File: src/include/regfile_defines.svh
// Sizes assume a 16-bit datapath with sixteen registers; changing one width alone breaks the instruction layout
`ifndef REGFILE_DEFINES_SVH
`define REGFILE_DEFINES_SVH

// Datapath and register width
`define REG_DATA_W 16

// Number of architectural registers, 0 to 13 general purpose
`define REG_COUNT 16

// Register number width, must cover REG_COUNT
`define REG_ADDR_W 4

// Special registers, still reachable by number
`define REG_DS 14 // Data segment
`define REG_SP 15 // Stack pointer

// Instruction fields
`define REG_OP_W 4 // Opcode field
`define REG_IMM_W 8 // LDI immediate, spans the rs1 and rs2 fields

`endif

File: src/hdl/execPkg.sv
// Opcodes 10 to 15 are reserved and must never reach the slice with a valid strobe
`include "regfile_defines.svh"

package execPkg;

  // ALU operations, encodings fixed by the instruction set
  typedef enum logic [`REG_OP_W-1:0] {
    LDI   = 4'd0, // rd = zero-extended immediate
    ADD   = 4'd1,
    SUB   = 4'd2,
    AND   = 4'd3,
    OR    = 4'd4,
    XOR   = 4'd5,
    SHL   = 4'd6, // Shift by rs2[3:0]
    SHR   = 4'd7,
    DSADD = 4'd8, // Data segment plus rs2
    GETSP = 4'd9  // Stack pointer plus zero
  } opcodeT;

  // Raw 16-bit instruction word, opcode in the top nibble
  typedef struct packed {
    opcodeT                  opcode;
    logic [`REG_ADDR_W-1:0]  rd;
    logic [`REG_ADDR_W-1:0]  rs1; // Upper immediate half for LDI
    logic [`REG_ADDR_W-1:0]  rs2; // Lower immediate half for LDI
  } instrT;

  // Decode stage output, read by the register file and the ALU
  typedef struct packed {
    opcodeT                  op;
    logic [`REG_ADDR_W-1:0]  rd;
    logic [`REG_ADDR_W-1:0]  rs1;
    logic [`REG_ADDR_W-1:0]  rs2;
    logic                    dataSel;  // Force data segment onto read port 1
    logic                    stackSel; // Force stack pointer onto port 1, zero on port 2
    logic                    useImm;
    logic [`REG_IMM_W-1:0]   imm;
  } decodedT;

  // Reported result, also the write-back payload
  typedef struct packed {
    logic [`REG_ADDR_W-1:0]  rd;
    logic [`REG_DATA_W-1:0]  value;
  } resultT;

  // Codes above GETSP have no defined operation
  function automatic logic isReserved(logic [`REG_OP_W-1:0] code);
    return code > GETSP;
  endfunction

  // Special register levels follow straight from the opcode
  function automatic logic needsDataSeg(opcodeT op);
    return op == DSADD;
  endfunction

  function automatic logic needsStack(opcodeT op);
    return op == GETSP;
  endfunction

endpackage

File: src/hdl/aluUnit.sv
// Wrap-around arithmetic only, no flags; write-back is the value being registered so it lands with the result
`include "regfile_defines.svh"

module aluUnit
  import execPkg::*;
(
  input  logic                   clk,
  input  logic                   reset,
  input  logic                   decValid,
  input  decodedT                dec,
  input  logic [`REG_DATA_W-1:0] readBus1,
  input  logic [`REG_DATA_W-1:0] readBus2,
  output logic                   resultValid,
  output resultT                 result,
  output logic                   writeValid,
  output logic [`REG_ADDR_W-1:0] writeReg,
  output logic [`REG_DATA_W-1:0] writeData
);

  logic [`REG_DATA_W-1:0] opValue;
  logic [`REG_DATA_W-1:0] immExt;
  logic [`REG_DATA_W-1:0] aluValue;
  resultT                 resultNext;

  assign immExt = {{(`REG_DATA_W - `REG_IMM_W){1'b0}}, dec.imm};

  // DSADD and GETSP are plain adds, the register file supplies the operands
  always_comb begin
    case (dec.op)
      ADD, DSADD, GETSP: opValue = readBus1 + readBus2;
      SUB:               opValue = readBus1 - readBus2;
      AND:               opValue = readBus1 & readBus2;
      OR:                opValue = readBus1 | readBus2;
      XOR:               opValue = readBus1 ^ readBus2;
      SHL:               opValue = readBus1 << readBus2[3:0];
      SHR:               opValue = readBus1 >> readBus2[3:0];
      default:           opValue = '0; // LDI takes the immediate below
    endcase
  end

  assign aluValue = dec.useImm ? immExt : opValue;

  assign resultNext.rd    = dec.rd;
  assign resultNext.value = aluValue;

  // Register file commits at the same edge the result is captured
  assign writeValid = decValid;
  assign writeReg   = resultNext.rd;
  assign writeData  = resultNext.value;

  always_ff @(posedge clk) begin
    if (reset) begin
      resultValid <= 1'b0;
    end else begin
      resultValid <= decValid;
    end
  end

  // Payload only loads with a valid operation
  always_ff @(posedge clk) begin
    if (decValid) begin
      result <= resultNext;
    end
  end

endmodule

File: src/hdl/execCore.sv
// Two instructions in flight at most; results come out in order two cycles after the instruction is taken
`include "regfile_defines.svh"

module execCore
  import execPkg::*;
(
  input  logic   clk,
  input  logic   reset,
  input  logic   instValid,
  input  instrT  instr,
  output logic   resultValid,
  output resultT result
);

  logic                   decValid;
  decodedT                dec;
  logic [`REG_DATA_W-1:0] readBus1;
  logic [`REG_DATA_W-1:0] readBus2;

  // Write-back path from the ALU
  logic                   writeValid;
  logic [`REG_ADDR_W-1:0] writeReg;
  logic [`REG_DATA_W-1:0] writeData;

  instrDecode i_decode (
    .clk       (clk),
    .reset     (reset),
    .instValid (instValid),
    .instr     (instr),
    .decValid  (decValid),
    .dec       (dec)
  );

  regFile i_regFile (
    .clk        (clk),
    .reset      (reset),
    .dec        (dec),
    .writeValid (writeValid),
    .writeReg   (writeReg),
    .writeData  (writeData),
    .readBus1   (readBus1),
    .readBus2   (readBus2)
  );

  aluUnit i_alu (
    .clk         (clk),
    .reset       (reset),
    .decValid    (decValid),
    .dec         (dec),
    .readBus1    (readBus1),
    .readBus2    (readBus2),
    .resultValid (resultValid),
    .result      (result),
    .writeValid  (writeValid),
    .writeReg    (writeReg),
    .writeData   (writeData)
  );

endmodule

File: src/hdl/instrDecode.sv
// Accepts one instruction per cycle with no back-pressure; reserved opcodes are illegal on a valid strobe
`include "regfile_defines.svh"

module instrDecode
  import execPkg::*;
(
  input  logic    clk,
  input  logic    reset,
  input  logic    instValid,
  input  instrT   instr,
  output logic    decValid,
  output decodedT dec
);

  decodedT decNext;

  // Split the word and derive the select levels
  always_comb begin
    decNext          = dec; // Hold between strobes
    if (instValid) begin
      decNext.op       = instr.opcode;
      decNext.rd       = instr.rd;
      decNext.rs1      = instr.rs1;
      decNext.rs2      = instr.rs2;
      decNext.dataSel  = needsDataSeg(instr.opcode);
      decNext.stackSel = needsStack(instr.opcode);
      decNext.useImm   = (instr.opcode == LDI);
      decNext.imm      = {instr.rs1, instr.rs2}; // Immediate shares the source fields
    end
  end

  // Strobe follows the input by one cycle
  always_ff @(posedge clk) begin
    if (reset) begin
      decValid <= 1'b0;
    end else begin
      decValid <= instValid;
    end
  end

  // Decoded fields drive the register file selects, so they start cleared
  always_ff @(posedge clk) begin
    if (reset) begin
      dec <= '0;
    end else begin
      dec <= decNext;
    end
  end

  // Source must keep reserved codes off the bus
  noReservedOpcode : assert property (
    @(posedge clk) disable iff (reset)
    instValid |-> !isReserved(instr.opcode)
  ) else $error("instrDecode: reserved opcode %0d with instValid", instr.opcode);

endmodule

File: src/hdl/regFile.sv
// Reads are combinational from the decoded instruction; a write is visible to reads only after the clock edge
`include "regfile_defines.svh"

module regFile
  import execPkg::*;
(
  input  logic                   clk,
  input  logic                   reset,
  input  decodedT                dec,
  input  logic                   writeValid,
  input  logic [`REG_ADDR_W-1:0] writeReg,
  input  logic [`REG_DATA_W-1:0] writeData,
  output logic [`REG_DATA_W-1:0] readBus1,
  output logic [`REG_DATA_W-1:0] readBus2
);

  // Register storage, per-register enables replace separate flop modules
  logic [`REG_DATA_W-1:0] regs [`REG_COUNT];

  // One-hot write select, all zero without a write
  logic [`REG_COUNT-1:0] writeSel;

  logic [`REG_DATA_W-1:0] dataSeg;
  logic [`REG_DATA_W-1:0] stackPtr;

  assign dataSeg  = regs[`REG_DS];
  assign stackPtr = regs[`REG_SP];

  // Write number to enable vector
  always_comb begin
    writeSel = '0;
    if (writeValid) begin
      writeSel[writeReg] = 1'b1;
    end
  end

  // Every register clears on reset so early reads are defined
  always_ff @(posedge clk) begin
    if (reset) begin
      for (int i = 0; i < `REG_COUNT; i++) begin
        regs[i] <= '0;
      end
    end else begin
      for (int i = 0; i < `REG_COUNT; i++) begin
        if (writeSel[i]) begin
          regs[i] <= writeData;
        end
      end
    end
  end

  // Port 1 priority: stack pointer, then data segment, then rs1
  always_comb begin
    if (dec.stackSel) begin
      readBus1 = stackPtr;
    end else if (dec.dataSel) begin
      readBus1 = dataSeg;
    end else begin
      readBus1 = regs[dec.rs1];
    end
  end

  // Port 2 is zeroed for GETSP so the ALU adds nothing to the stack pointer
  always_comb begin
    if (dec.stackSel) begin
      readBus2 = '0;
    end else begin
      readBus2 = regs[dec.rs2];
    end
  end

  // At most one register takes the write-back data
  writeSelOneHot : assert property (
    @(posedge clk) disable iff (reset)
    $onehot0(writeSel)
  ) else $error("regFile: write select %b is not one-hot", writeSel);

  // Decode never asks for both special registers at once
  specialSelExclusive : assert property (
    @(posedge clk) disable iff (reset)
    !(dec.dataSel && dec.stackSel)
  ) else $error("regFile: dataSel and stackSel both set");

endmodule

File: config.mk
export PLATFORM = sky130hd
export DESIGN_NAME = execCore
export DESIGN_NICKNAME = d
export VERILOG_FILES = /design/src/hdl/execPkg.sv /design/src/hdl/aluUnit.sv /design/src/hdl/execCore.sv /design/src/hdl/instrDecode.sv /design/src/hdl/regFile.sv
export VERILOG_INCLUDE_DIRS = /design/src /design/src/include
export SDC_FILE = /design/constraint.sdc
export NUM_CORES = 1
export LEC_CHECK = 0
export ABC_AREA = 0
export CELL_PAD_IN_SITES_DETAIL_PLACEMENT = 1
export CELL_PAD_IN_SITES_GLOBAL_PLACEMENT = 1
export CORE_AREA = 2 2 212 266
export DETAILED_ROUTE_END_ITERATION = 10
export DIE_AREA = 0 0 214 268
export DONT_BUFFER_PORTS = 1
export HOLD_SLACK_MARGIN = 0.15
export PLACE_DENSITY = 0.65
export SLEW_MARGIN = 20
export SYNTH_ARGS = -nofsm -noshare
export SYNTH_HDL_FRONTEND = slang
export SYNTH_SLANG_ARGS = --single-unit
File: constraint.sdc
create_clock -name clk -period 5.97 [get_ports clk]
set_input_delay 1.194 -clock clk [delete_from_list [all_inputs] [get_ports clk]]
set_output_delay 1.194 -clock clk [all_outputs]
set_load 0.005 [all_outputs]
* After elaboration in Yosys (flattened, before gate mapping)
Memories as Yosys holds them, arrays and structs flattened. A register that Yosys moved wholly into a read port is not among the register bits.
Cells that the tools add are included.
** Word-level totals
- Flip-flop bits (word level) :: 49
- Bits in writable memories :: 256
- Input port bits :: 19
- Output and inout bits :: 21
- Logic and storage cells :: 130
- Memories kept :: 1
** Memories
- i_regFile.regs :: depth 16, bits a word 16, rd ports 4, clocked after Yosys merged registers in 2, wr ports 16, line regFile.sv:18 : logic [`REG_DATA_W-1:0] regs [`REG_COUNT];
** Cells by class
- Add/sub/neg operators :: 2
- Order comparisons :: 2
- Eq/ne operators :: 11
- Shift operators :: 2
- Muxes and demuxes :: 78
- Bitwise logic cells :: 19
- Reduce and logical (&&, ||, !) cells :: 3
** Operators by type and width (number)
- $mux W16 :: 21
- $pmux W16 S7 :: 1
- $mux W1 :: 51
- $add A16 B16 Y16 :: 1
- $and A16 B16 Y16 :: 1
- $eq A4 B3 Y1 const B :: 4
- $eq A4 B4 Y1 const B :: 4
- $mux W4 :: 4
- $or A1 B1 Y1 :: 16
- $or A16 B16 Y16 :: 1
- $shl A16 B4 Y16 :: 1
- $shr A16 B4 Y16 :: 1
- $sub A16 B16 Y16 :: 1
- $xor A16 B16 Y16 :: 1
- $eq A4 B2 Y1 const B :: 2
- $lt A4 B5 Y1 const B :: 1
- $demux W1 S4 :: 1
- $eq A4 B1 Y1 const B :: 1
- $ge A4 B1 Y1 const B :: 1
- $logic_not A4 Y1 :: 1
- $reduce_or A3 Y1 :: 1
- $logic_and A1 B1 Y1 :: 1

* Longest topological paths before layout
- Depth in word-level cells :: 9
- Gate-level depth with buffers :: 24
- Depth with buffers taken out :: 18

* Modules after synthesis
From an unflattened synthesis, not the netlist that was laid out.
** Unflattened totals
- Cell total of the unflattened synthesis :: 1451
- Area, all modules :: 17927.2 sq um
** Modules (own cells, without submodules)
- regFile :: times used 1, cells each 863, area each 13053.8 sq um, sequential area each 7687.4 sq um
- aluUnit :: times used 1, cells each 514, area each 4085.2 sq um, sequential area each 620.6 sq um
- instrDecode :: times used 1, cells each 74, area each 788.3 sq um, sequential area each 400.4 sq um

* Worst setup path after synthesis
OpenSTA, ideal clock, no wires.
- Path kind :: reg2reg
- From :: register (tool-made name)
- To :: memory i_regFile.regs[10][15] in the netlist's numbering, data pin
- Library setup time :: 277 ps
- Data arrival time :: 4948 ps
- Required time :: 5693 ps
- Slack :: 746 ps
- Cell stages (with the launch flop) :: 21
- Path buffers :: 5
- Period minus slack after synthesis :: 5224 ps
- Cells stage by stage :: dfxtp_1 -> buf_6 -> mux4_1 -> mux4_2 -> nand2_1 -> buf_2 -> buf_4 -> buf_2 -> a31oi_1 -> xnor2_1 -> ha_1 -> o21a_1 -> or2_2 -> and3_1 -> a221o_1 -> a31o_2 -> a2111oi_0 -> nor3_1 -> mux2i_1 -> buf_6 -> a21oi_2
** RTL lines (line)
- to (decl) :: regFile.sv:18

==> impl_metrics.yaml <==
placement:
  dp_slack_ns: 0.283
  post-place-cells: 2326
  place_area_sq_um: 19900
  routabilityCongestion: 1.03
  port_buffers: 0
  place_hpwl_microns: 52000
route:
  vias: 14300
  routed_wirelength_microns: 69300
  drt_pass1_iterations: 7
  viasPerCell: 5.99
  wl_per_cell_microns: 29.1
  drt-initial-drc-count: 1234
  drc: 0
  postRouteAntennaNets: 0
synth:
  syn_area_per_cell_sq_um: 11.5
  synthTopCellsByArea: "edfxtp_1, mux4_2, mux2i_1"
  async_flop_share_pct: 0
  synth_top_cell_by_area: "edfxtp_1"
  synthTopCellsByCount: "edfxtp_1, nor2_1, mux2i_1"
  synthDistinctLibCells: 98
  syn-cell-area_sq_um: 18900
  synth_most_common_cell: "edfxtp_1"
  dominantRegCellSynth: "edfxtp_1"
  syn-num-nets: 1710
  yosysTopAreaCellShare_pct: 43.8
  yosys_warnings: 0
  synthCells: 1641
  synth_edf_count: 276
  ys_seq_area_share_pct: 46.8
  synth_seq_cells: 305
clock_network:
  htreeDepth: 1
  root_buffer: "clkbuf_16"
  cts.sinks: 305
  clk_path_buf_depth: 3
  cts_tree: "yes"
  cts_buffers: 30
  path_clk_slew_ns: 0.06
  hold_buffers: 0
  insertion_delay_ns: 0.59
cells_and_area:
  antenna_cells: 0
  final_cells: 2383
  drive_above_1_share_pct: 19.5
  area_growth_syn_to_layout_pct: 10.3
  nets: 1694
  design_area_sq_um: 20900
global_routing:
  grt_usage_pct: 24.0
  antenna_found_initial: 0
  grt_pass1_vias: 15200
  grt_max_degree: 66
  overflow: 0
  grt_pass1_wl_microns: 102000
power_and_ir_drop:
  total_leakage_power_nw: 7.26
  p_total_mw: 6.27
  power.density_nw_per_um2: 300
  ir_drop_v: 0.000224
outcome:
  status: "finished clean"
floorplanning:
  rows: 96
  die_w_microns: 214
  dieArea_sq_um: 57400
  core_region_area_sq_um: 54700
  io_pins: 40
  initial_core_util_pct: 34.7
  die-height_microns: 268
setup_path:
  r2r_end: "i_regFile.regs[3][13]"
  crit_arrival_ns: 6.07
  crit_type: "flop to flop"
  cp-startpoint: "i_decode.dec[9]"
  cp_slowest_cell: "dfxtp_1"
  worst-r2r-cell-count: 18
  setup.worst_path.end_class: "flop"
  cp-start-kind: "flop"
  critPathMaxStageDelay_ns: 0.82
  timing.rr.start: "i_decode.dec[9]"
  crit_top_cell: "buf_4"
  cpLargestDelayFamily: "simple AND/OR/NAND/NOR gates"
  cp_max_fo: 15
  crit_path_cell_trace: "buf_4, buf_4, and3b_1, a22o_1, a31oi_1, and4_1, nor2b_1, nor2b_1, nor2_1, xnor2_1, ha_1, a21oi_1, o22ai_1, a221oi_1, o211ai_1, nor4b_2, buf_4, nor2_1"
  path_buf_inv: 3
  reg2reg_slack_ns: 0.22
  crit_required_ns: 6.29
timing:
  fmax_ghz: 0.174
  setup_slack_ns: 0.222
  tns_ns: 0
  drv_slew: 0
  fin_crit_ns: 5.75
  fin_crit_sh_pct: 96.3
  worst-slew-pin-transition_ns: 1.03
  fin_skew_ns: 0.0187
  slew_headroom_pct: 31.1
  final-setup-viol-count: 0
  finalHoldViolations: 0
  rsz0062_at_grt: "false"
hold_path:
  holdPathStages: 2
  hp-class: "flop to flop"
  hp-start: "i_decode.dec[7]"
run:
  maxCapViolations: 0
## state kept, by name, summed over array words and instances, names as in the netlist, named ones only
register	count
i_alu.result	20
i_alu.resultValid	1
i_decode.dec	19
i_decode.decValid	1
i_regFile.regs	256
## per-layer routing
layer  wire (microns)  track usage, %  up-vias
li1                 -               -     6212
met5                0               0        -
met1            26600            28.2     7334
met3             3990            2.91      178
met4             3590            12.3        0
met2            35100            43.1      556
## power breakdown
part | total (mW) | internal (mW) | switching, mW
logic | 1.77 | 0.635 | 1.13
clock network | 1.92 | 1.10 | 0.820
registers | 2.58 | 2.48 | 0.104
total | 6.27 | 4.21 | 2.06
## kinds of logic (layout without fill, tap and decap cells)
family	after synthesis	after routing	share of synthesized area (%)
and+or+nand+nor	515	515	13.2
AOI/OAI and AO/OA	335	335	13.3
adders and majority gates	50	50	3.34
xor gates and xnor gates	23	23	1.06
muxes	232	232	17.4
buffers and inverters	181	188	4.84
DFF	305	305	46.8
## layout by cell type (no fill, tap or decap), types with 14 or more instances in the layout
master     instances
nor2b_1           16
ha_1              49
inv_1             42
or2_2             18
edfxtp_1         276
dfxtp_1           25
nor2_1           220
nor3_1            21
a22o_1            20
o22ai_1           16
o21ai_0           35
clkbuf_1          14
xnor2_1           19
nand2b_1          21
or3_1             17
nand2_1           86
nand3_1           34
mux2i_1          132
a21oi_1           43
buf_4             83
mux4_2            72
a31oi_1           19
a22oi_1           48
mux2_2            24
clkbuf_16         31
## stage by stage
step / util (%) / hold slack, ns
2_1_floorplan: - / 0.406
3_3_place_gp: 36.4 / 0.527
3_5_place_dp: 36.4 / 0.526
4_1_cts: 38.2 / 0.537
5_1_grt: 38.2 / 0.582
6_report: 38.2 / 0.535
## timing repair
| item | CTS | global route |
|---|---|---|
| setup endpoints to repair | 0 | 6 |
| gates resized for setup | 0 | 0 |
| endpoints found under the hold margin | 0 | 0 |
| buffers inserted | 0 | 2 |
## how the worst max path moves through the flow
stage | endpoint | depth (start not counted)
floorplan | i_regFile.regs[10][15] | 20
global placement | i_regFile.regs[15][15] | 18
detailed placement | i_regFile.regs[15][15] | 20
CTS | i_regFile.regs[11][15] | 20
global route | i_regFile.regs[13][15] | 18
finish | i_regFile.regs[3][13] | 18
## layout make-up
class | count | area, sq um
multi-input cells | 1155 | 9230
clock buffers | 46 | 842
flip-flops and latches | 305 | 8880
fillers | 5877 | 33800
clock inverters | 9 | 124
well taps | 735 | 920
repair buffers | 88 | 723
inverters | 45 | 174
## tightest hold or removal path: stages, from the launching register on
cell and delay [ns]:
dfxtp_1 0.31, mux2i_1 0.12, nor2_1 0.06
Note: power is estimated with default switching activity, not from simulation.
